### src/rtl/yscale_pkg.sv
package yscale_pkg;

	// Pixel and raster sizes
	localparam int PIXEL_WIDTH = 8;
	localparam int RESO_WIDTH = 10;

	// Line buffer rotation
	localparam int BUF_IDX_WIDTH = 2;
	localparam int BUF_NUM = 2 ** BUF_IDX_WIDTH;

	// Blend weight in quarters, 0 to SPLIT_NUM inclusive
	localparam int SPLIT_NUM = 4;
	localparam int RATIO_WIDTH = 3;

	typedef logic [PIXEL_WIDTH-1:0] pixel_t;
	typedef logic [RESO_WIDTH-1:0] reso_t;
	typedef logic [RATIO_WIDTH-1:0] ratio_t;
	typedef logic [BUF_IDX_WIDTH-1:0] buf_sel_t;

	// Line positions scaled by both heights
	typedef logic [2*RESO_WIDTH-1:0] phase_t;

endpackage
### src/rtl/line_buf_if.sv
interface line_buf_if import yscale_pkg::*; ();

	logic [BUF_NUM-1:0] buf_valid;
	logic [BUF_NUM-1:0] buf_last_line;
	logic               buf_release;
	buf_sel_t           rd_sel;
	buf_sel_t           rd_sel_prev;
	logic               first_line;

	modport writer (
		output buf_valid, buf_last_line,
		input  buf_release, rd_sel_prev, first_line
	);
	modport ctrl (
		input  buf_valid, buf_last_line,
		output buf_release, rd_sel, rd_sel_prev, first_line
	);
	modport reader (input rd_sel, rd_sel_prev);

endinterface

### src/rtl/yscale_ctrl.sv
module yscale_ctrl import yscale_pkg::*; (
	input  logic     clk,
	input  logic     int_reset,
	input  logic     i_need_line,
	input  logic     i_last_in_line,
	input  logic     i_last_out_line,
	input  logic     i_line_end,
	output logic     o_step_in,
	output logic     o_step_out,
	output logic     o_line_done,
	output logic     o_line_go,
	line_buf_if.ctrl lb
);

	typedef enum logic [2:0] {
		IDLE,
		ADVANCE,
		WEIGH,
		EMIT,
		DONE,
		FINISHED
	} state_t;

	state_t state;
	logic   step_in_q;
	logic   line_go_q;
	logic   cur_valid;

	assign cur_valid = lb.buf_valid[lb.rd_sel];

	assign o_step_in = step_in_q;
	assign lb.buf_release = step_in_q;
	assign o_step_out = (state == ADVANCE);
	assign o_line_done = (state == DONE);
	assign o_line_go = line_go_q;

	////////////////////////////////////////////////////////////////////////////
	// Line sequencing

	always_ff @(posedge clk) begin
		if (int_reset) begin
			state <= IDLE;
			step_in_q <= 1'b0;
			line_go_q <= 1'b0;
		end else begin
			step_in_q <= 1'b0;
			line_go_q <= 1'b0;
			case (state)
				IDLE: begin
					// Stepper counters settle during the step_in cycle
					if (!step_in_q && cur_valid) begin
						if (i_need_line)
							state <= ADVANCE;
						else
							step_in_q <= 1'b1;
					end
				end
				ADVANCE: state <= WEIGH;
				WEIGH: begin
					state <= EMIT;
					line_go_q <= 1'b1;
				end
				EMIT: begin
					if (i_line_end)
						state <= DONE;
				end
				DONE: state <= i_last_out_line ? FINISHED : IDLE;
				default: state <= FINISHED;
			endcase
		end
	end

	////////////////////////////////////////////////////////////////////////////
	// Read selection

	always_ff @(posedge clk) begin
		if (int_reset) begin
			lb.rd_sel <= '0;
			lb.rd_sel_prev <= '0;
			lb.first_line <= 1'b1;
		end else if (step_in_q) begin
			lb.rd_sel_prev <= lb.rd_sel;
			if (!i_last_in_line) begin
				lb.rd_sel <= lb.rd_sel + buf_sel_t'(1);
				lb.first_line <= 1'b0;
			end
		end
	end

	assert property (@(posedge clk) disable iff (int_reset)
		!(o_step_in && o_step_out));

	// Writer's last-line tag agrees with the stepper's line count
	assert property (@(posedge clk) disable iff (int_reset)
		cur_valid |-> lb.buf_last_line[lb.rd_sel] == i_last_in_line);

endmodule

### src/flat_wrapper.sv
// flat-port wrapper written by rule: the top's interface ports become plain ports
module yscale_ctrl_flat import yscale_pkg::*;
  (clk, int_reset, i_need_line, i_last_in_line, i_last_out_line, i_line_end, o_step_in, o_step_out, o_line_done, o_line_go, lb_buf_valid, lb_buf_last_line, lb_buf_release, lb_rd_sel, lb_rd_sel_prev, lb_first_line);
  line_buf_if lb_i ();
  input  logic clk;
  input  logic int_reset;
  input  logic i_need_line;
  input  logic i_last_in_line;
  input  logic i_last_out_line;
  input  logic i_line_end;
  output logic o_step_in;
  output logic o_step_out;
  output logic o_line_done;
  output logic o_line_go;
  input wire logic [$bits(lb_i.buf_valid)-1:0] lb_buf_valid;
  input wire logic [$bits(lb_i.buf_last_line)-1:0] lb_buf_last_line;
  output wire logic [$bits(lb_i.buf_release)-1:0] lb_buf_release;
  output wire logic [$bits(lb_i.rd_sel)-1:0] lb_rd_sel;
  output wire logic [$bits(lb_i.rd_sel_prev)-1:0] lb_rd_sel_prev;
  output wire logic [$bits(lb_i.first_line)-1:0] lb_first_line;
  assign lb_i.buf_valid = lb_buf_valid;
  assign lb_i.buf_last_line = lb_buf_last_line;
  assign lb_buf_release = lb_i.buf_release;
  assign lb_rd_sel = lb_i.rd_sel;
  assign lb_rd_sel_prev = lb_i.rd_sel_prev;
  assign lb_first_line = lb_i.first_line;
  yscale_ctrl u_core (.clk(clk), .int_reset(int_reset), .i_need_line(i_need_line), .i_last_in_line(i_last_in_line), .i_last_out_line(i_last_out_line), .i_line_end(i_line_end), .o_step_in(o_step_in), .o_step_out(o_step_out), .o_line_done(o_line_done), .o_line_go(o_line_go), .lb(lb_i));
endmodule
### config.mk
export PLATFORM = sky130hd
export DESIGN_NAME = yscale_ctrl_flat
export DESIGN_NICKNAME = d
export VERILOG_FILES = /design/src/rtl/yscale_pkg.sv /design/src/rtl/line_buf_if.sv /design/src/rtl/yscale_ctrl.sv /design/src/flat_wrapper.sv
export SDC_FILE = /design/constraint.sdc
export NUM_CORES = 1
export LEC_CHECK = 0
export BUFFER_PORTS_ARGS = -buffer_cell sky130_fd_sc_hd__buf_2
export CAP_MARGIN = 10
export CORE_AREA = 3 3 40 42
export CTS_BUF_LIST = sky130_fd_sc_hd__clkbuf_8
export CTS_CLUSTER_DIAMETER = 80
export CTS_CLUSTER_SIZE = 24
export DETAILED_ROUTE_END_ITERATION = 8
export DIE_AREA = 0 0 43 45
export GPL_ROUTABILITY_DRIVEN = 0
export PLACE_DENSITY_LB_ADDON = 0.12
export REMOVE_ABC_BUFFERS = 1
export SLEW_MARGIN = 20
export SYNTH_ARGS = -nofsm -noshare
export SYNTH_HDL_FRONTEND = slang
export SYNTH_SLANG_ARGS = --single-unit
### constraint.sdc
create_clock -name clk -period 1.1 [get_ports clk]
set_input_delay 0.165 -clock clk [delete_from_list [all_inputs] [get_ports clk]]
set_output_delay 0.165 -clock clk [all_outputs]
set_load 0.005 [all_outputs]
# --- After elaboration in Yosys (flattened, before gate mapping) ---
# Index checks and enable logic that the tools add are counted.
op_classes:
  n_addsub: 1
  order_cmp: 1
  n_eq_ne: 7
  mux: 9
  bitwise: 3
  reduce_logical: 6
op_table:
  columns: ["op", "count"]
  rows:
  - ["3-bit case mux with 5 select lines", 1]
  - ["3-bit two-way mux", 4]
  - ["3-bit by 2-bit == test with 1-bit output, second input constant", 2]
  - ["2-bit inequality test, second input constant", 2]
  - ["3-bit by 1-bit == test with 1-bit output, second input constant", 1]
  - ["3-bit == test, second input constant", 1]
  - ["3-bit zero test", 1]
  - ["2-bit by 3-bit < comparator with 1-bit output, second input constant", 1]
  - ["1-bit two-way mux", 3]
  - ["1-bit inverter", 3]
  - ["3-bit AND reduction", 1]
  - ["3-bit OR reduction", 1]
  - ["2-bit by 1-bit adder with 2-bit output, second input constant", 1]
  - ["1-bit binary-select mux with 2-bit select", 1]
  - ["2-bit by 1-bit inequality test with 1-bit output, second input constant", 1]
  - ["2-bit AND reduction", 1]
  - ["1-bit logical AND", 1]
  - ["1-bit zero test", 1]
word_totals:
  regBits: 10
  in_bits: 14

# --- Longest topological paths before layout ---
# Gate-level depths: netlist of the first run.
depth:
  word_depth: 5
  mapped_depth: 4
  mapped_depth_nobuf: 3

# --- Least setup slack after synthesis of the first run ---
# Ideal clock, no wire load.
synth_path:
  path_type: "register to register"
  from: "register u_core.step_in_q, in the netlist u_core.lb.buf_release"
  to: "register u_core.state[0]"
  setup_ps: 103
  t_arrival_ps: 1071
  t_required_ps: 997
  slack_ps: -74
  path_stages_with_launch: 5
  n_path_buf: 1
  period_less_slack_ps: 1174
  path_cell_list: "dfxtp_1 -> buf_2 -> nand3b_1 -> a2bb2oi_1 -> a2111oi_2"
synth_via:
  elab_chain_cells: 4
synth_rtl:
  columns: ["item", "line_no", "text"]
  rows:
  - ["from (decl)", "yscale_ctrl.sv:25", "logic step_in_q;"]
  - ["from (signal assigned)", "yscale_ctrl.sv:43", "step_in_q <= 1'b0;"]
  - ["from (signal assigned)", "yscale_ctrl.sv:46", "step_in_q <= 1'b0;"]
  - ["from (signal assigned)", "yscale_ctrl.sv:55", "step_in_q <= 1'b1;"]
  - ["1-bit zero test", "yscale_ctrl.sv:51", "if (!step_in_q && cur_valid) begin"]
  - ["1-bit logical AND", "yscale_ctrl.sv:51", null]
  - ["2-bit by 1-bit inequality test with 1-bit output (no line)", null, null]
  - ["3-bit AND reduction (no line)", null, null]
  - ["to (signal assigned)", "yscale_ctrl.sv:67", "DONE: state <= i_last_out_line ? FINISHED : IDLE;"]
  - ["to (decl)", "yscale_ctrl.sv:24", "state_t state;"]
# Every way passes these cells.
# A chain may end at the register's enable or synchronous reset.

# --- Worst setup path after layout of the first run ---
layout_path:
  from: "register u_core.state[0]"
  to: "output o_line_done"
layout_via:
  elab_chain_cells: 1
layout_rtl:
  columns: ["item", "line_no", "text"]
  rows:
  - ["3-bit == test", "yscale_ctrl.sv:34", "assign o_line_done = (state == DONE);"]
  - ["to (decl)", "flat_wrapper.sv:13", "output logic o_line_done;"]
# Every way passes these cells.

==> results of run 1 <==
## logic make-up (layout without fill, tap and decap cells)
group | Yosys count | in the layout | synth area share
simple gates | 21 | 21 | 0.256
compound gates | 10 | 10 | 0.156
flops | 10 | 10 | 0.431
mux | 4 | 4 | 0.0889
buf+inv | 4 | 34 | 0.0485
xor+xnor | 1 | 1 | 0.0189
## cells in the final DEF (no fill, tap or decap), drive strengths merged, types with 3 or more instances in the layout
| cell | count |
|---|---|
| mux2i | 3 |
| buf | 30 |
| nor2 | 6 |
| dfxtp | 10 |
| a21oi | 3 |
| clkbuf | 4 |
## layer usage
metal	up-vias	global-route usage	part of all wire
met5	-	0	0
met4	0	0.0904	0.022
met3	4	0.0478	0.091
met2	18	0.201	0.49
met1	216	0.155	0.40
li1	238	-	-
## synth_stat cells (2+ instances only)
cell | number | area share
mux2i_1 | 3 | 0.065
dfxtp_1 | 10 | 0.43
a21oi_1 | 3 | 0.032
and2_1 | 2 | 0.027
nand2_1 | 2 | 0.016
buf_2 | 3 | 0.032
nor2_1 | 6 | 0.049
nand3b_1 | 2 | 0.032
nand2b_1 | 2 | 0.027
o21ai_0 | 2 | 0.022
## sequential cells by signal (all words and copies together), names as in the netlist
register	flops
u_core.lb.buf_release	1
u_core.lb.rd_sel	2
u_core.state	3
u_core.lb.first_line	1
u_core.o_line_go	1
u_core.lb.rd_sel_prev	2
## worst max-delay path: stages (launching register included)
cell	delay, ns
dfxtp_4	0.35
buf_6	0.12
nor2_4	0.08
and2_4	0.15
buf_6	0.08
## what timing repair did
action | 4_1_cts | 5_1_grt
gates resized for setup | 13 | 11
setup buffers | 5 | 0
gates cloned | 0 | 0
pin swaps | 3 | 2
endpoints found under the setup margin | 3 | 5
## final cells by class
| cell class | count | area (sq um) |
|---|---|---|
| Clock buffer | 4 | 55.1 |
| Fill cell | 129 | 504 |
| Multi-Input combinational cell | 36 | 300 |
| Sequential cell | 10 | 211 |
| Tap cell | 15 | 18.8 |
| Timing Repair Buffer | 30 | 195 |
## stage by stage
step / utilization / instance area [sq um] / hold WS [ns] / power, W / setup slack (ns)
4_1_cts: 0.574 / 738 / 0.215 / 0.00115 / -0.0910
3_3_place_gp: 0.467 / 601 / 0.437 / 0.000592 / -0.0416
3_5_place_dp: 0.467 / 601 / 0.432 / 0.000594 / -0.0741
2_1_floorplan: - / 442 / 0.234 / 0.000510 / -0.0660
5_1_grt: 0.608 / 781 / 0.236 / 0.00123 / -0.120
6_report: 0.608 / 781 / 0.220 / 0.00117 / -0.0874
## power by group
part	leakage (nW)	total [W]	internal [W]	switching [W]
clock network	0.0288	0.000464	0.000315	0.000149
registers	0.0840	0.000431	0.000395	0.0000365
logic	0.227	0.000278	0.000163	0.000115
total	0.340	0.00117	0.000873	0.000300
## worst paths after layout
path / startpoint / cells past startpoint / to / slack, ns
worst min register to register: u_core.state[2] / 1 / u_core.o_line_go / 0.43
worst max register to register: u_core.state[2] / 4 / u_core.lb.buf_release / -0.03
worst min-delay path: i_last_out_line / 3 / u_core.state[2] / 0.22
worst max-delay path: u_core.state[0] / 4 / o_line_done / -0.09
==> impl_metrics.ini, run 1 <==
[outcome]
status = finished, violations left
violations = setup timing

[sta]
slew_violations = 0
max_freq_ghz = 0.842
finalHoldViolCount = 0
finalClockSkew_ns = 0.00617
fin_crit_ns = 1.19
relSlewSlack = 0.835
setup_viol = 3
setup_tns_ns = -0.188
tightest_slew_ns = 0.243
rsz0062_at_grt = yes
fin_crit_sh = 1.08
fin_ws_ns = -0.0874

[detailed_routing]
drt_iter0_markers = 3
drc_errors = 0
antenna_left = 0
viasPerCell = 5.01
wl_um = 1240
dr.pass1.iters = 2
vias = 476
avgRoutedWirePerCell_um = 13.0

[layout]
syn2layout_area_growth_pct = 68.2
fin_cells = 95
layout.nets = 95
antenna_cells = 0
drive_gt1_frac = 0.638

[grt]
grt_use_total = 0.132
grt-ovfl-total = 0
grt_pass1_vias = 411
grt_pass1_wl_um = 1790
antenna_found_initial = 0
grt_max_degree = 11

[logic_synthesis]
synth.avg_cell_area_sq_um = 9.28
ys_ff_latch = 10
ys_types = 25
netlist_area_sq_um = 464
async_flop_share = 0
netlist_instances = 50
ys_seq_area_frac = 0.431
synth_edf_count = 0
synth-main-ff-cell = dfxtp_1
ys_warn_count = 0

[floorplanning]
core_area_sq_mm = 0.00128
die_y_um = 45
rows = 13
pin_count = 24
die_width_um = 43
dieArea_sq_mm = 0.00194
initial_core_util = 0.361

[clock_network]
cts_buffers = 3
clock_latency_ns = 0.24
cts_sinks = 10
htree_levels = 1
cts_hold_buffers = 0
cts_root_buffer = clkbuf_8
path_clk_slew_ns = 0.05
clockBufferDepth = 2
cts_tree = done

[setup_path]
crit_arrival_ns = 1.02
endpoint_kind = output port
required_ns = 0.94
startpoint_type = flop
worstPathMaxFanout = 4
critical_path_class = flop to output port

[place]
place_hpwl_um = 750
dp.cells = 86
portBuffers = 19

[power_and_ir_drop]
ir_drop_mv = 0.920
p_per_area_mw_per_mm2 = 1500
p_leak_nw = 0.340

[hold_path]
hold_path.class = input port to flop

[flow_run]
drv_cap = 0
No activity file was read; power rests on OpenSTA's default activity.
==> inputs of run 2 (changes only) <==
CELL_PAD_IN_SITES_DETAIL_PLACEMENT = 1   (was unset)
CELL_PAD_IN_SITES_GLOBAL_PLACEMENT = 1   (was unset)
CORE_AREA = unset   (was 3 3 40 42)
CORE_MARGIN = 3   (was unset)
CORE_UTILIZATION = 29   (was unset)
DIE_AREA = unset   (was 0 0 43 45)
==> run 2 against run 1 <==
The run still ends with setup timing left. Via count up 2.1%. Utilization fell by 6.4 points. Critical path depth did not move. Global-route usage is 1.7 points higher. Clock power down 18%. Non-clock buffer count stayed put. Power decreased by 5.2%. Routed wire length grew 21%. Flip-flop and latch count stayed put. Count of clock-buffer cells in the layout is 1 lower. Worst setup slack improved by 0.0023 ns. Cell area decreased by 2.6%. Critical endpoint unchanged. Highest routed layer unchanged.
==> impl_metrics.ini, run 2 (synthesis results as in run 1) <==
[outcome]
status = finished, violations left
violations = setup timing

[grt]
antenna_found_initial = 0
grt_use_met3 = 0.0514
grt_max_degree = 11
grt_pass1_wl_um = 2210
grt_pass1_vias = 514
use_met1 = 0.164
top_usage_layer = met2
gr-usage-met2 = 0.253
grt_use_total = 0.149
grt-ovfl-total = 0

[sta]
fin_crit_ns = 1.19
tightest_slew_ns = 0.271
setup_viol = 2
fin_ws_ns = -0.0851
fin_crit_sh = 1.08
max_freq_ghz = 0.844
finalHoldViolCount = 0
finalClockSkew_ns = 0.00403
relSlewSlack = 0.817
rsz0062_at_grt = yes
slew_violations = 0
holdWs_ns = 0.230

[setup_path]
worstPathMaxFanout = 4
required_ns = 0.94
ff2ff_setup_slack_ns = 0
critical_path_class = flop to output port
endpoint_kind = output port
startpoint_type = flop
crit_arrival_ns = 1.02

[detailed_routing]
antenna_left = 0
drt_iter0_markers = 0
avgRoutedWirePerCell_um = 15.9
dr.pass1.iters = 1
drc_errors = 0
wl_um = 1490
vias = 486
viasPerCell = 5.17

[place]
portBuffers = 19
place_hpwl_um = 893
dpl_cell_area_sq_um = 608

[layout]
syn2layout_area_growth_pct = 63.9
layout.nets = 95
multi_input_area_sq_um = 290
final_common_cell = buf_2
final_cell_mix = 18 x buf_2, 8 x buf_4, 4 x nor2_1, 4 x buf_6, 4 x dfxtp_1
largest_reg_flops = 3
drive_gt1_frac = 0.633
antenna_cells = 0
seq_area_sq_um = 215
final.fill_count = 162
final_area_sq_um = 761
top_register = u_core.state
reg_top3 = u_core.state: 3 flops, u_core.lb.rd_sel: 2 flops, u_core.lb.rd_sel_prev: 2 flops

[clock_network]
cts_tree = done
cts_root_buffer = clkbuf_8
path_clk_slew_ns = 0.05
htree_levels = 1
cts_sinks = 10
clockBufferDepth = 2
clock_latency_ns = 0.23
cts_buffers = 3

[power_and_ir_drop]
p_leak_nw = 0.331
ir_drop_mv = 0.658
p_per_area_mw_per_mm2 = 1460

[floorplanning]
rows = 13
die_width_um = 46.0
pin_count = 24
die_y_um = 46.0
dieArea_sq_mm = 0.00212
core_area_sq_mm = 0.00140
initial_core_util = 0.332

[hold_path]
hold_path.class = input port to flop

[flow_run]
drv_cap = 0
## run 2: cell type report
cell class	instances	area share
Clock buffer	3	0.0543
Multi-Input combinational cell	36	0.382
Sequential cell	10	0.283
Tap cell	15	0.0247
Timing Repair Buffer	30	0.257
## run 2: where the power goes
group	switching [W]	internal, W
combinational	0.000126	0.000169
clock	0.000141	0.000240
sequential	0.0000412	0.000396
## run 2: critical path, cell delays in order (launching register included)
cell     delay (ns)
dfxtp_4        0.36
buf_6          0.12
nor2_4         0.08
and2_4         0.14
buf_6          0.08
## run 2: path summary, 6_finish.rpt
path | from | endpoint | depth (start not counted)
worst max-delay path | u_core.state[0] | o_line_done | 4
worst min register to register | u_core.lb.first_line | u_core.lb.first_line | 1
worst min-delay path | i_need_line | u_core.lb.buf_release | 4
worst max register to register | u_core.lb.buf_release | u_core.lb.rd_sel[0] | 4
## run 2: what timing repair did
| item | 4_1_cts | 5_1_grt |
|---|---|---|
| endpoints found under the setup margin | 4 | 8 |
| hold buffers | 0 | 0 |
| setup buffers | 3 | 1 |
| resized for setup | 14 | 11 |
| pin swaps | 3 | 2 |
## run 2: per-stage QoR
| stage | TNS, ns | power [W] | cells | util | setup WS [ns] |
|---|---|---|---|---|---|
| detailed placement | -0.0620 | 0.000608 | 87 | 0.435 | -0.0620 |
| global route | -0.399 | 0.00117 | 94 | 0.544 | -0.121 |
| global placement | -0.0345 | 0.000602 | 87 | 0.435 | -0.0345 |
| finish | -0.143 | 0.00111 | 94 | 0.544 | -0.0851 |
| floorplan | -0.0660 | 0.000510 | 46 | - | -0.0660 |
| CTS | -0.171 | 0.00107 | 93 | 0.513 | -0.0889 |
## run 2: per-layer routing
| layer | vias to the layer above | part of all wire |
|---|---|---|
| met3 | 2 | 0.076 |
| met1 | 231 | 0.38 |
| met4 | 0 | 0.014 |
| met5 | - | 0 |
| li1 | 236 | - |
| met2 | 17 | 0.52 |
