[config.mk]
export PLATFORM = sky130hd
export DESIGN_NAME = pixel_blend_flat
export DESIGN_NICKNAME = d
export VERILOG_FILES = /design/src/rtl/yscale_pkg.sv /design/src/rtl/blend_if.sv /design/src/rtl/pixel_blend.sv /design/src/flat_wrapper.sv
export SDC_FILE = /design/constraint.sdc
export NUM_CORES = 1
export LEC_CHECK = 0
export BUFFER_PORTS_ARGS = -buffer_cell sky130_fd_sc_hd__buf_2
export CORE_UTILIZATION = 50
export CTS_CLUSTER_SIZE = 16
export DETAILED_ROUTE_END_ITERATION = 10
export PLACE_DENSITY = 0.74
export SETUP_SLACK_MARGIN = 0.15
export SLEW_MARGIN = 5
export SYNTH_ARGS = -nofsm -noshare
export SYNTH_HDL_FRONTEND = slang
export SYNTH_SLANG_ARGS = --single-unit
[constraint.sdc]
create_clock -name clk -period 13.15 [get_ports clk]
set_clock_uncertainty 0.05 [all_clocks]
set_input_delay 2.63 -clock clk [delete_from_list [all_inputs] [get_ports clk]]
set_output_delay 2.63 -clock clk [all_outputs]
set_load 0.05 [all_outputs]
[src/rtl/yscale_pkg.sv]
package yscale_pkg;

	// Pixel and raster sizes
	localparam int PIXEL_WIDTH = 8;
	localparam int RESO_WIDTH = 10;

	// Line buffer rotation
	localparam int BUF_IDX_WIDTH = 2;
	localparam int BUF_NUM = 2 ** BUF_IDX_WIDTH;

	// Blend weight in quarters, 0 to SPLIT_NUM inclusive
	localparam int SPLIT_NUM = 4;
	localparam int RATIO_WIDTH = 3;

	typedef logic [PIXEL_WIDTH-1:0] pixel_t;
	typedef logic [RESO_WIDTH-1:0] reso_t;
	typedef logic [RATIO_WIDTH-1:0] ratio_t;
	typedef logic [BUF_IDX_WIDTH-1:0] buf_sel_t;

	// Line positions scaled by both heights
	typedef logic [2*RESO_WIDTH-1:0] phase_t;

endpackage
[src/rtl/blend_if.sv]
interface blend_if import yscale_pkg::*; ();

	logic   valid;
	logic   ready;
	pixel_t pix_prev;
	pixel_t pix_cur;
	// Weight of the current line is implied
	ratio_t weight_prev;
	logic   last;

	modport src (
		output valid, pix_prev, pix_cur, weight_prev, last,
		input  ready
	);
	modport dst (
		input  valid, pix_prev, pix_cur, weight_prev, last,
		output ready
	);

endinterface

[src/rtl/pixel_blend.sv]
module pixel_blend import yscale_pkg::*; (
	input  logic   clk,
	input  logic   int_reset,
	blend_if.dst   bl,
	output logic   o_m_tvalid,
	output pixel_t o_m_tdata,
	output logic   o_m_tlast,
	output logic   o_m_tuser,
	input  logic   i_m_tready
);

	ratio_t                             weight_cur;
	logic [PIXEL_WIDTH+RATIO_WIDTH-1:0] sum;
	logic                               take;

	assign bl.ready = !o_m_tvalid || i_m_tready;
	assign take = bl.valid && bl.ready;

	assign weight_cur = ratio_t'(SPLIT_NUM) - bl.weight_prev;
	assign sum = bl.pix_prev * bl.weight_prev + bl.pix_cur * weight_cur;

	always_ff @(posedge clk) begin
		if (take)
			o_m_tdata <= pixel_t'(sum / SPLIT_NUM);
	end

	always_ff @(posedge clk) begin
		if (int_reset) begin
			o_m_tvalid <= 1'b0;
			o_m_tlast <= 1'b0;
			o_m_tuser <= 1'b1;
		end else begin
			if (take) begin
				o_m_tvalid <= 1'b1;
				o_m_tlast <= bl.last;
			end else if (i_m_tready) begin
				o_m_tvalid <= 1'b0;
			end
			// Start of frame rides on the first pixel only
			if (o_m_tvalid && i_m_tready)
				o_m_tuser <= 1'b0;
		end
	end

	assert property (@(posedge clk) disable iff (int_reset)
		o_m_tvalid && !i_m_tready |=> $stable(o_m_tdata));

endmodule

[src/flat_wrapper.sv]
// flat-port wrapper written by rule: the top's interface ports become plain ports
module pixel_blend_flat import yscale_pkg::*;
  (clk, int_reset, o_m_tvalid, o_m_tdata, o_m_tlast, o_m_tuser, i_m_tready, bl_valid, bl_pix_prev, bl_pix_cur, bl_weight_prev, bl_last, bl_ready);
  blend_if bl_i ();
  input  logic clk;
  input  logic int_reset;
  output logic o_m_tvalid;
  output pixel_t o_m_tdata;
  output logic o_m_tlast;
  output logic o_m_tuser;
  input  logic i_m_tready;
  input wire logic [$bits(bl_i.valid)-1:0] bl_valid;
  input wire logic [$bits(bl_i.pix_prev)-1:0] bl_pix_prev;
  input wire logic [$bits(bl_i.pix_cur)-1:0] bl_pix_cur;
  input wire logic [$bits(bl_i.weight_prev)-1:0] bl_weight_prev;
  input wire logic [$bits(bl_i.last)-1:0] bl_last;
  output wire logic [$bits(bl_i.ready)-1:0] bl_ready;
  assign bl_i.valid = bl_valid;
  assign bl_i.pix_prev = bl_pix_prev;
  assign bl_i.pix_cur = bl_pix_cur;
  assign bl_i.weight_prev = bl_weight_prev;
  assign bl_i.last = bl_last;
  assign bl_ready = bl_i.ready;
  pixel_blend u_core (.clk(clk), .int_reset(int_reset), .bl(bl_i), .o_m_tvalid(o_m_tvalid), .o_m_tdata(o_m_tdata), .o_m_tlast(o_m_tlast), .o_m_tuser(o_m_tuser), .i_m_tready(i_m_tready));
endmodule
## After elaboration in Yosys (flattened, before gate mapping)

Cells that the tools add are included.

- Register bits after elaboration: 11
- Bits in latches: 0
- Memory bits (writable): 0
- ROM bits: 0
- Logic and storage cells: 15
- Memories kept: 0

- Add/sub/neg operators: 2
- Multiply operators: 2
- Divide/modulo/power cells: 0
- Magnitude comparators: 0
- Eq/ne operators: 0
- Shifts and indexed selects: 0
- Muxes and demuxes: 2
- Bitwise gates (word level): 0
- Reductions and logical operators: 5

Operators with widths:

| kind | count |
|---|---|
| $mul A8 B3 Y10 | 2 |
| $add A10 B10 Y10 | 1 |
| $sub A3 B3 Y3 const A | 1 |
| $logic_and A1 B1 Y1 | 2 |
| $mux W1 | 2 |
| $reduce_bool A2 Y1 | 1 |
| $logic_not A1 Y1 | 1 |
| $logic_or A1 B1 Y1 | 1 |

## Longest topological paths before layout

Gate-level depths: netlist of run 1.

- Word-level depth: 4
- Depth in mapped cells: 17
- Gate-level depth less buffers: 16

## Worst setup path before layout of run 1

OpenSTA, ideal clock, no wires.

- Path kind: input to register
- From: input port bl_weight_prev[0]
- To: register u_core.o_m_tdata[6], data pin
- Library setup time: 0.258 ns
- Data arrival time: 6.290 ns
- Data required time: 12.842 ns
- Path slack: 6.552 ns
- Stages: 16
- Cells stage by stage: clkbuf_1 inv_1 ha_1 xor2_4 nand2_1 fa_1 fa_1 fa_1 inv_1 ha_1 fa_1 a21o_1 a21oi_1 o21bai_1 a21oi_1 xnor2_1

- Word-level cells in the longest chain between the ends: 3
- Elaborated cells on any way between the ends: 4

Ends and longest elaborated chain:

| element | line | RTL |
|---|---|---|
| start: declaration | flat_wrapper.sv:15 | `input wire logic [$bits(bl_i.weight_prev)-1:0] bl_weight_prev;` |
| $sub A3 B3 Y3 | pixel_blend.sv:19 | `assign weight_cur = ratio_t'(SPLIT_NUM) - bl.weight_prev;` |
| $mul A8 B3 Y10 | pixel_blend.sv:20 | `assign sum = bl.pix_prev * bl.weight_prev + bl.pix_cur * weight_cur;` |
| $add A10 B10 Y10 (*) | pixel_blend.sv:20 |  |
| via u_core.sum[8] | pixel_blend.sv:13 | `logic [PIXEL_WIDTH+RATIO_WIDTH-1:0] sum;` |
| end signal: assignment | pixel_blend.sv:24 | `o_m_tdata <= pixel_t'(sum / SPLIT_NUM);` |
| end: declaration | pixel_blend.sv:6 | `output pixel_t o_m_tdata,` |

The timed path passes the listed nets; every way through them passes the cells marked *.
A chain may end at the register's enable or synchronous reset.

## Final worst setup path of run 1

Same ends and word-level chain as after synthesis.

==> run summary, run 1 <==
In this run the post-CTS setup repair buffer count came out at 0. After the flow finishes, the layout carries non-filler instances totaling 250. Once placement completed, the tool counted placed cells totaling 246. The total power divided by cell area came out at 151 nW/um2. The tools report the sequential cell fraction of total power as 21.3%. Total negative setup slack: 0 ns.

The root buffer cell chosen for the clock tree is sky130_fd_sc_hd__clkbuf_4. The average detailed-routed wire length per instance was 12.3 um; the synthesized instance count was 169. After synthesis the cells add up to 1700 um2. The final-report setup violation count was 0. Setup repair after global routing left no endpoint under its margin. Worst path arrival time: 6.53 ns.

In the post-synthesis netlist, the biggest area contributors are sky130_fd_sc_hd__fa_1 32%, sky130_fd_sc_hd__edfxtp_1 14%, sky130_fd_sc_hd__ha_1 9.6%. The maximum level of the CTS H-tree is 1, and the wire length of the first global-routing pass is 5200 um. After global routing the overflow that remains totals 0. The tools report the internal cell power as 151 uW. After clock tree synthesis, the clock-pin slew on the worst setup and hold paths is 0.07 ns. Counting flops with an async set or reset pin after synthesis yields a share of 0%.

The clock latency of the later-clocked register in the worst-skew pair was 0.27 ns. Dominant synthesized flop cell: sky130_fd_sc_hd__edfxtp_1. The synthesized design contains 11 register bits. Actual transition at the worst max-transition pin: 0.411 ns. TritonCTS built the clock tree. The worst setup path is captured at a flop.

In this run the worst path has a maximum fanout of 16. Of the total power, combinational logic draws 71.0%. Summed over all instances, the cell type with the most area after synthesis is sky130_fd_sc_hd__fa_1.

The repair_antennas step left the layout with diodes totalling 0. The mean instance size in the synthesized netlist works out to 10.1 um2. The flow ran to the end, and the final reports show no timing, DRC or antenna violations.

The floorplan step set the die height to 60.4 um. Once the floorplan was initialized, standard cells occupied 54.0% of the core. Compared with the post-synthesis result, the final layout area differs by 14.2%.

The pre-antenna-repair detailed-routing pass consisted of 4 iterations. In this run the tightest slew margin relative to its limit is 72.6%. The element type at the critical path start was an input port.

The count of port buffers added during placement was 35. Yosys printed 0 warnings. Using the TritonRoute via totals, the vias-per-cell ratio works out to 4.80. The logs give 0.000971 uW for the static leakage power and 1290 for the number of global-route vias before repair.

The number of antenna violations at the first check in global routing is 0. The number of enable flip-flop cells after synthesis was 8; the net switching share of the total power was 48.6%. Leaving out fill and tap cells, the most frequent cells in the layout are 36 x sky130_fd_sc_hd__inv_1, 35 x sky130_fd_sc_hd__buf_2, 27 x sky130_fd_sc_hd__fa_1. The logs give 17.6% for the post-synthesis sequential area ratio and 0.0852 mV for the worst-case vdd ir drop. The net count reported at finish is 271.

For this block, the via count after detailed routing is 1200. Of the total power, the clock network draws 7.7%. The logs give 0 for the max-slew violation count and 2670 um for the sum of net half-perimeters after detailed placement.

The logs give 143 uW for the net switching power of the design and 152 MHz for the top achievable clock speed. Max-cap violations in this run came to 0. For the number of rows in the core area, the log shows 20. After clock tree synthesis, the repair step resized 0 gates. TritonCTS created 3 clock buffers. The number of nets handed over by synthesis was 233.

The count of nets left with antenna violations once routing finished came out at 0. The area share of the largest cell type after synthesis was 31.7%; the post-route DRC violation count was 0. Number of endpoints with negative hold slack in the final report: 0. The number of violations reported at the end of detailed-routing iteration 0 was 25. The final weighted congestion of routability-driven global placement is 0.772, and the number of hold buffers added after cts is 0. Global routing consumed, over all layers together, 19.6% of the routing resources. Counting distinct cell types in the post-synthesis netlist gives 26.

For the maximum buffer depth of the clock tree, the log shows 2. The core region is 3150 um2. Leaving out fill and tap cells, the most frequent cell in the layout is sky130_fd_sc_hd__inv_1. The die covers 3640 um2. After layout, the worst path uses 49.9% of the clock period.

For this design the top-level I/O count stands at 36. The tree built by TritonCTS fans out to 11 sinks. Largest net degree at the start of global routing: 17. The post-route netlist has 25.2% of its cells at a drive strength greater than 1.

Data on the critical path is required at its endpoint by 13.12 ns. Subtracting the final worst setup slack from the clock period gives 6.56 ns. Reg-to-reg setup timing slack: 11.88 ns.

The worst hold path belongs to the class flop to flop. The die is 60.4 um wide. The startpoint-to-endpoint class of the critical path was input port to flop. The tools report the total length of routed wires as 3060 um.
==> through the flow <==
| stage | hold slack, ns | power [uW] | utilization, % | instance area, um2 | setup slack (ns) |
|---|---|---|---|---|---|
| after floorplan | 0.650 | 233 | - | 1700 | 6.55 |
| after global placement | 0.378 | 266 | 60.8 | 1920 | 6.40 |
| after detailed placement | 0.393 | 275 | 60.8 | 1920 | 6.30 |
| after CTS | 0.442 | 298 | 61.7 | 1940 | 6.58 |
| after global routing | 0.461 | 323 | 61.7 | 1940 | 6.33 |
| final | 0.440 | 294 | 61.7 | 1940 | 6.59 |
==> flip-flops by register name, summed over array words and instances (netlist names) <==
register and flops:
u_core.o_m_tuser 1, u_core.o_m_tdata 8, u_core.o_m_tlast 1, u_core.o_m_tvalid 1
==> kinds of logic after synthesis <==
family,Yosys count,synth area share [%]
simple gates,56,18.4
fa+ha+maj,40,41.3
buf+inv,38,8.82
xor+xnor,12,8.60
compound gates,11,4.63
flops,11,17.6
mux,1,0.588
==> power groups by stage <==
stage               logic [uW]  clock network (uW)  registers, uW
detailed placement         211                   0           63.2
global placement           203                   0           62.7
floorplan                  124                   0            109
finish                     209                22.7           62.4
global route               233                25.6           64.0
CTS                        212                23.3           62.5
==> metal layers <==
layer  routed length, um  global-route usage, %
met5                   0                      0
met4                   0                  0.997
met3                  81                   4.48
met2                1820                   39.9
met1                1160                   21.2
==> cells in the mapped netlist, types with 3 or more instances <==
cell type / n
sky130_fd_sc_hd__nor2_1: 5
sky130_fd_sc_hd__fa_1: 27
sky130_fd_sc_hd__nand2_1: 14
sky130_fd_sc_hd__a21oi_1: 4
sky130_fd_sc_hd__edfxtp_1: 8
sky130_fd_sc_hd__and2_1: 25
sky130_fd_sc_hd__ha_1: 13
sky130_fd_sc_hd__dfxtp_1: 3
sky130_fd_sc_hd__xnor2_2: 3
sky130_fd_sc_hd__inv_1: 36
sky130_fd_sc_hd__xnor2_1: 7
sky130_fd_sc_hd__a21o_1: 3
sky130_fd_sc_hd__and2_2: 8
==> area by class of cell <==
class	instances	area (um2)
clock buffers	4	26.3
fillers	291	1210
inverters	36	135
multi-input cells	120	1250
flip-flops and latches	11	300
well taps	44	55.1
repair buffers	35	175
==> final timing paths <==
check / from / endpoint / cells after the start
setup reg to reg: u_core.o_m_tvalid$_SDFFE_PP0P_ / u_core.o_m_tlast$_SDFFE_PP0P_ / 4
setup / recovery: bl_weight_prev[0] / u_core.o_m_tdata[6]$_DFFE_PP_ / 16
hold reg to reg: u_core.o_m_tuser$_SDFFE_PP1P_ / u_core.o_m_tuser$_SDFFE_PP1P_ / 1
hold / removal: u_core.o_m_tuser$_SDFFE_PP1P_ / u_core.o_m_tuser$_SDFFE_PP1P_ / 1
==> critical path, cell delays in order <==
cell                       delay (ns)
sky130_fd_sc_hd__buf_2           0.22
sky130_fd_sc_hd__inv_1           0.07
sky130_fd_sc_hd__ha_1            0.26
sky130_fd_sc_hd__xor2_4          0.25
sky130_fd_sc_hd__nand2_1         0.12
sky130_fd_sc_hd__fa_1            0.52
sky130_fd_sc_hd__fa_1            0.52
sky130_fd_sc_hd__fa_1            0.55
sky130_fd_sc_hd__inv_1           0.05
sky130_fd_sc_hd__ha_1            0.22
sky130_fd_sc_hd__fa_1            0.40
sky130_fd_sc_hd__a21o_1          0.17
sky130_fd_sc_hd__a21oi_1         0.21
sky130_fd_sc_hd__o21bai_1        0.09
sky130_fd_sc_hd__a21oi_1         0.18
sky130_fd_sc_hd__xnor2_1         0.08
Note: power is estimated with default switching activity, not from simulation.
==> run 2, diff against run 1 <==
Settings changed: PLACE_DENSITY 0.74 to 0.77.
Clock period 13.15 ns to 5.51 ns, I/O delays scaled along.
==> run summary, run 2 (same netlist as run 1, synthesis figures left out) <==
The number of global-route vias before repair is 1229 (-4.7%), and the post-route DRC violation count is 0 (unchanged). The depth of the worst register-to-register path is 4 (unchanged). The static leakage power was 0.000971 uW (unchanged). Leaving out fill and tap cells, the most frequent cell in the layout is sky130_fd_sc_hd__inv_1. In the layout the commonest cells are 36 x sky130_fd_sc_hd__inv_1, 35 x sky130_fd_sc_hd__buf_2, 27 x sky130_fd_sc_hd__fa_1. The tools report the post-CTS setup repair buffer count as 0 (unchanged). The final weighted congestion of routability-driven global placement is 0.813 (+5.4%), and the worst setup timing slack at the placement stage is 0.156 ns (-6.15 ns). For the number of violations reported at the end of detailed-routing iteration 0, the log shows 26 (+4.0%). TritonCTS built the clock tree. The tools report the largest net degree at the start of global routing as 17 (unchanged).

The logs give 5.48 ns (-7.64 ns) for the required arrival time at the worst endpoint and 70.8% (-1.8 points) for the headroom to the max-slew limit. The number of max-cap violations was 0 (unchanged); the largest fanout on the critical path was 16 (unchanged). The wire length of the first global-routing pass was 5130 um (-1.3%); the worst hold slack across all endpoints was 0.403 ns (-0.0365 ns). The run gives 358 uW (+140%) as the internal cell power.

The worst flop-to-flop path endpoint was u_core.o_m_tlast$_SDFFE_PP0P_. The flip-flop count of the largest register, all copies and words added came out at 8 (unchanged). The die outline area came out at 3640 um2 (unchanged). The tools report the reg-to-reg setup timing slack as 4.22 ns (-7.66 ns). The critical path capture point type is a flop. For the number of hold buffers added after cts, the log shows 0 (unchanged). The combinational power share was 71.0% (about the same); the top achievable clock speed was 198 MHz. The clock root buffer master was sky130_fd_sc_hd__clkbuf_4. The sum of net half-perimeters after detailed placement is 2500 um (-6.4%). The element type at the critical path start was an input port.

The maximum buffer depth of the clock tree was 2 (unchanged). The tools report the total vias in the final route as 1185 (-1.3%). The starting density of the core is 54.0% (unchanged).

Setup repair after global routing left no endpoint under its margin. Net count reported at finish: 271 (unchanged). The CTS buffer count is 3 (unchanged). Number of antenna repair diodes: 0 (unchanged). The critical path is of the input port to flop type. The aggregate global routing overflow was 0 (unchanged); the vias per cell was 4.74 (-1.2%).

The tools report the clock net sink count as 11 (unchanged). The total core area is 3150 um2 (unchanged), and the period utilization is 91.7%. The maximum level of the CTS H-tree was 1 (unchanged).

The area growth from synthesis to final layout was 14.2% (unchanged); the total power divided by cell area was 357 nW/um2 (+140%). The actual transition at the worst max-transition pin was 0.438 ns (+0.0265 ns). The global-route total usage across every layer was 19.1% (-0.50 points). The tools report the clock latency of the later-clocked register in the worst-skew pair as 0.26 ns (about the same). The beginning of the worst register-to-register path was u_core.o_m_tvalid$_SDFFE_PP0P_. The worst-case vdd ir drop is 0.216 mV (+150%).

The tools report the I/O pin total as 36 (unchanged). For the number of gates resized after CTS, the log shows 0 (unchanged). The net switching power of the design was 337 uW (+140%); the worst path arrival time was 5.02 ns (-1.51 ns).

The number of rows in the core area was 20 (unchanged); the die span in y was 60.4 um (unchanged). The final-report setup violation count came out at 0 (unchanged). The share of cells above drive strength 1 came out at 25.2% (unchanged). The chip width is 60.4 um (unchanged). The number of antenna-violating nets in the routed design was 0 (unchanged). The min-delay analysis places its worst path in the category flop to flop. The total length of routed wires was 2820 um (-8.1%).

The tools report the total power after layout as 695 uW (+140%). The final critical delay including setup and external delays was 5.05 ns; the average detailed-routed wire length per instance was 11.3 um (-8.1%). u_core.o_m_tdata holds more flip-flops than any other register. For the number of endpoints with negative hold slack in the final report, the log shows 0 (unchanged). The total negative setup slack came out at 0 ns (unchanged).

The run gives 7.7% (about the same) as the clock share of power. Endpoint of the most critical setup path: u_core.o_m_tdata[6]$_DFFE_PP_. For the number of iterations in the first detailed-routing pass, the log shows 4 (unchanged).

The run finished with clean final reports. The run gives 0 (unchanged) as the max-slew violation count. The start point of the critical path was bl_weight_prev[0].

Post-layout worst setup margin: 0.456 ns (-6.14 ns). Net switching share of the total power: 48.4% (-0.21 points). Number of antenna violations at the first check in global routing: 0 (unchanged). The run gives 21.3% (about the same) as the sequential cell fraction of total power. The register clock-pin slew on the reported worst setup and hold paths came out at 0.06 ns (about the same). The count of port buffers added during placement works out to 35 (unchanged).
-- run 2: cell counts in the layout (fill, tap and decap cells not counted) --
No cell type changed its count.
-- run 2: critical path, stage by stage --
cell and delay, ns:
sky130_fd_sc_hd__buf_2 0.24, sky130_fd_sc_hd__inv_1 0.07, sky130_fd_sc_hd__ha_1 0.26, sky130_fd_sc_hd__xor2_4 0.24
sky130_fd_sc_hd__nand2_1 0.11, sky130_fd_sc_hd__fa_1 0.51, sky130_fd_sc_hd__fa_1 0.52, sky130_fd_sc_hd__fa_1 0.55
sky130_fd_sc_hd__inv_1 0.04, sky130_fd_sc_hd__ha_1 0.21, sky130_fd_sc_hd__fa_1 0.41, sky130_fd_sc_hd__a21o_1 0.18
sky130_fd_sc_hd__a21oi_1 0.23, sky130_fd_sc_hd__o21bai_1 0.09, sky130_fd_sc_hd__a21oi_1 0.18, sky130_fd_sc_hd__xnor2_1 0.09
-- run 2: through the flow --
step           std cells  cell area [um2]  util, %
3_3_place_gp         246             1920     60.8
5_1_grt              250             1940     61.7
3_5_place_dp         246             1920     60.8
2_1_floorplan        169             1700        -
6_report             250             1940     61.7
4_1_cts              250             1940     61.7
-- run 2: layout make-up --
class / instances / area (um2)
clock buffers: 4 / 26.3
repair buffers: 35 / 175
multi-input cells: 120 / 1250
well taps: 44 / 55.1
fillers: 299 / 1210
flip-flops and latches: 11 / 300
inverters: 36 / 135
-- run 2: power by group through the flow --
| stage | clock [uW] | combinational [uW] | sequential [uW] |
|---|---|---|---|
| 2_1_floorplan | 0 | 295 | 260 |
| 3_3_place_gp | 0 | 483 | 150 |
| 3_5_place_dp | 0 | 501 | 151 |
| 4_1_cts | 55.3 | 503 | 149 |
| 5_1_grt | 58.7 | 562 | 152 |
| 6_report | 53.3 | 493 | 148 |
-- run 2: worst min-delay path by stage --
stage                                    from                       endpoint  slack (ns)  cells after the start
5_1_grt         u_core.o_m_tuser$_SDFFE_PP1P_  u_core.o_m_tuser$_SDFFE_PP1P_        0.44                      1
4_1_cts         u_core.o_m_tuser$_SDFFE_PP1P_  u_core.o_m_tuser$_SDFFE_PP1P_        0.41                      1
3_5_place_dp    u_core.o_m_tuser$_SDFFE_PP1P_  u_core.o_m_tuser$_SDFFE_PP1P_        0.39                      1
3_3_place_gp    u_core.o_m_tuser$_SDFFE_PP1P_  u_core.o_m_tuser$_SDFFE_PP1P_        0.38                      1
2_1_floorplan  u_core.o_m_tvalid$_SDFFE_PP0P_  u_core.o_m_tuser$_SDFFE_PP1P_        0.65                      2
6_report        u_core.o_m_tuser$_SDFFE_PP1P_  u_core.o_m_tuser$_SDFFE_PP1P_        0.40                      1
-- run 2: per-layer routing --
layer	GRT usage (%)	vias to the layer above	part of all wire (%)
li1	-	587	-
met1	22.3	575	39
met2	36.9	23	58
met3	3.84	0	3.3
met4	1.99	0	0
met5	0	-	0
==> run 3, diff against run 2 <==
Settings changed: CORE_MARGIN set to 3, GPL_ROUTABILITY_DRIVEN set to 0.
==> run summary, run 3 (same netlist as run 1, synthesis figures left out) <==
The chip width is 64.4 um (+6.6%). The startpoint-to-endpoint class of the critical path was input port to flop. The I/O pin total came out at 36 (unchanged).

The headroom to the max-slew limit is 71.1% (+0.31 points), and the static leakage power is 0.000971 uW (unchanged). In this run the most critical hold path is launched from u_core.o_m_tuser$_SDFFE_PP1P_. The number of gates resized after CTS is 0 (unchanged), and the total power divided by cell area is 360 nW/um2 (+0.84%). The tools report the wire length of the first global-routing pass as 5200 um (+1.3%).

The number of iterations in the first detailed-routing pass was 6 (+2). The vias per cell was 4.84 (+2.1%); the post-layout worst setup margin was 0.478 ns (+0.0220 ns). Setup repair after global routing left no endpoint under its margin.

The sum of net half-perimeters after detailed placement came out at 2570 um (+2.8%). For the number of hold buffers added after cts, the log shows 0 (unchanged). The tools report the largest net degree at the start of global routing as 17 (unchanged). The worst path arrival time was 5.00 ns (-0.02 ns).

The post-CTS setup repair buffer count was 0 (unchanged). The share of cells above drive strength 1 was 25.2% (unchanged). Post-route DRC violation count: 0 (unchanged). The worst hold path belongs to the class flop to flop. The critical path capture point type is a flop. The CTS buffer count is 3 (unchanged). The number of antenna repair diodes was 0 (unchanged). Register clock-pin slew on the reported worst setup and hold paths: 0.06 ns (about the same).

The largest stage delay on the critical path came out at 0.54 ns (about the same). The number of antenna violations at the first check in global routing was 0 (unchanged). Worst flop-to-flop path endpoint: u_core.o_m_tlast$_SDFFE_PP0P_.

The library cell used most frequently in the layout, excluding fill and tap cells, is sky130_fd_sc_hd__inv_1. The worst setup path is launched from an input port. Final critical delay including setup and external delays: 5.03 ns (-0.0220 ns). The tools report the number of rows in the core area as 20 (unchanged).

The destination of the worst hold path is u_core.o_m_tuser$_SDFFE_PP1P_. The total length of routed wires came out at 2950 um (+4.9%). The die outline area came out at 4140 um2 (+14%).

The run gives 701 uW (+0.84%) as the total power after layout. TritonCTS built the clock tree. For the worst-case vdd ir drop, the log shows 0.209 mV (-3.1%).

The logs give 15.7% (-3.5 points) for the global-route total usage across every layer and 11 (unchanged) for the clock net sink count. For the number of max-cap violations, the log shows 0 (unchanged). Beginning of the worst register-to-register path: u_core.o_m_tvalid$_SDFFE_PP0P_. The tools report the aggregate global routing overflow as 0 (unchanged). The tree is rooted in a sky130_fd_sc_hd__clkbuf_4. The total core area is 3150 um2 (unchanged).

The die span in y is 64.4 um (+6.6%). The run finished with clean final reports. The end-of-flow core utilization was 61.7% (unchanged). The total negative setup slack is 0 ns (unchanged), and the maximum level of the CTS H-tree is 1 (unchanged).

For the worst hold slack across all endpoints, the log shows 0.418 ns (+0.0150 ns). The required arrival time at the worst endpoint is 5.48 ns (about the same), and the period utilization is 91.3% (-0.40 points). The total vias in the final route was 1210 (+2.1%); the cell count of the worst hold path was 1 (unchanged). Start point of the critical path: bl_weight_prev[0].

The library cells used most frequently in the layout, excluding fill and tap cells, are 36 x sky130_fd_sc_hd__inv_1, 35 x sky130_fd_sc_hd__buf_2, 27 x sky130_fd_sc_hd__fa_1. The number of antenna-violating nets in the routed design was 0 (unchanged); the area taken by flip-flops and latches was 300 um2 (unchanged). Maximum buffer depth of the clock tree: 2 (unchanged). The largest fanout on the critical path was 16 (unchanged).

The area growth from synthesis to final layout was 14.2% (unchanged). The run gives 199 MHz (+0.44%) as the top achievable clock speed. The number of violations reported at the end of detailed-routing iteration 0 was 33 (+27%).

The actual transition at the worst max-transition pin is 0.433 ns (-0.00464 ns), and the max-slew violation count is 0 (unchanged). The count of port buffers added during placement was 35 (unchanged); the clock latency of the later-clocked register in the worst-skew pair was 0.27 ns (about the same). The critical path goes through buf_2 > inv_1 > ha_1 > xor2_4 > nand2_1 > fa_1 > fa_1 > fa_1 > inv_1 > ha_1 > fa_1 > a21o_1 > a21oi_1 > o21bai_1 > a21oi_1 > xnor2_1. The dominant cell type by count on the critical path was sky130_fd_sc_hd__fa_1. The number of endpoints with negative hold slack in the final report is 0 (unchanged), and the area used by multi-input combinational logic is 1250 um2 (unchanged). Among all stages on the critical path, the largest delay is contributed by sky130_fd_sc_hd__fa_1. Number of global-route vias before repair: 1289 (+4.9%).

For the starting density of the core, the log shows 54.0% (unchanged). The worst setup timing slack at the placement stage was 0.175 ns (+0.0192 ns). The flip-flop count of the largest register, all copies and words added is 8 (unchanged). The depth of the worst register-to-register path works out to 4 (unchanged).

The average detailed-routed wire length per instance was 11.8 um (+4.9%). The logs give 271 (unchanged) for the net count reported at finish and 0 (unchanged) for the final-report setup violation count. The count of fill cells added during filler insertion came out at 275 (-8.0%). More flip-flops sit in one register than any other, and that register is u_core.o_m_tdata. The tools report the reg-to-reg setup timing slack as 4.21 ns (about the same).
## run 3: cell type report
class | count | share of cell area, %
Inverter | 36 | 6.95
Multi-Input combinational cell | 120 | 64.4
Tap cell | 44 | 2.83
Timing Repair Buffer | 35 | 9.01
Sequential cell | 11 | 15.4
Clock buffer | 4 | 1.35
## run 3: worst max-delay path: cells and delay by family
family | cells | cell delay, ns
compound gates | 4 | 0.64
simple gates | 1 | 0.12
fa+ha+maj | 6 | 2.46
xor+xnor | 2 | 0.32
buf+inv | 3 | 0.34
## run 3: layer usage
metal	global-route usage, %	vias up	part of all wire (%)
met2	30.5	28	55
met5	0	-	0
met1	18.1	594	41
met4	1.58	0	0
li1	-	588	-
met3	2.99	0	4.0
## run 3: through the flow
stage          cells  area (um2)
2_1_floorplan    169        1700
3_3_place_gp     246        1920
3_5_place_dp     246        1920
4_1_cts          250        1940
5_1_grt          250        1940
6_report         250        1940
## run 3: worst max path at each step
stage | endpoint | slack (ns) | depth (start not counted)
floorplan | u_core.o_m_tdata[6]$_DFFE_PP_ | 0.44 | 16
global placement | u_core.o_m_tdata[6]$_DFFE_PP_ | 0.29 | 16
detailed placement | u_core.o_m_tdata[6]$_DFFE_PP_ | 0.17 | 16
CTS | u_core.o_m_tdata[6]$_DFFE_PP_ | 0.46 | 16
global route | u_core.o_m_tdata[6]$_DFFE_PP_ | 0.17 | 16
finish | u_core.o_m_tdata[6]$_DFFE_PP_ | 0.48 | 16
## run 3: where the power goes
part	leakage [uW]	switching [uW]	internal, uW
combinational	0.000854	309	189
clock	0.0000150	26.7	28.1
sequential	0.000102	6.66	142
total	0.000971	342	359
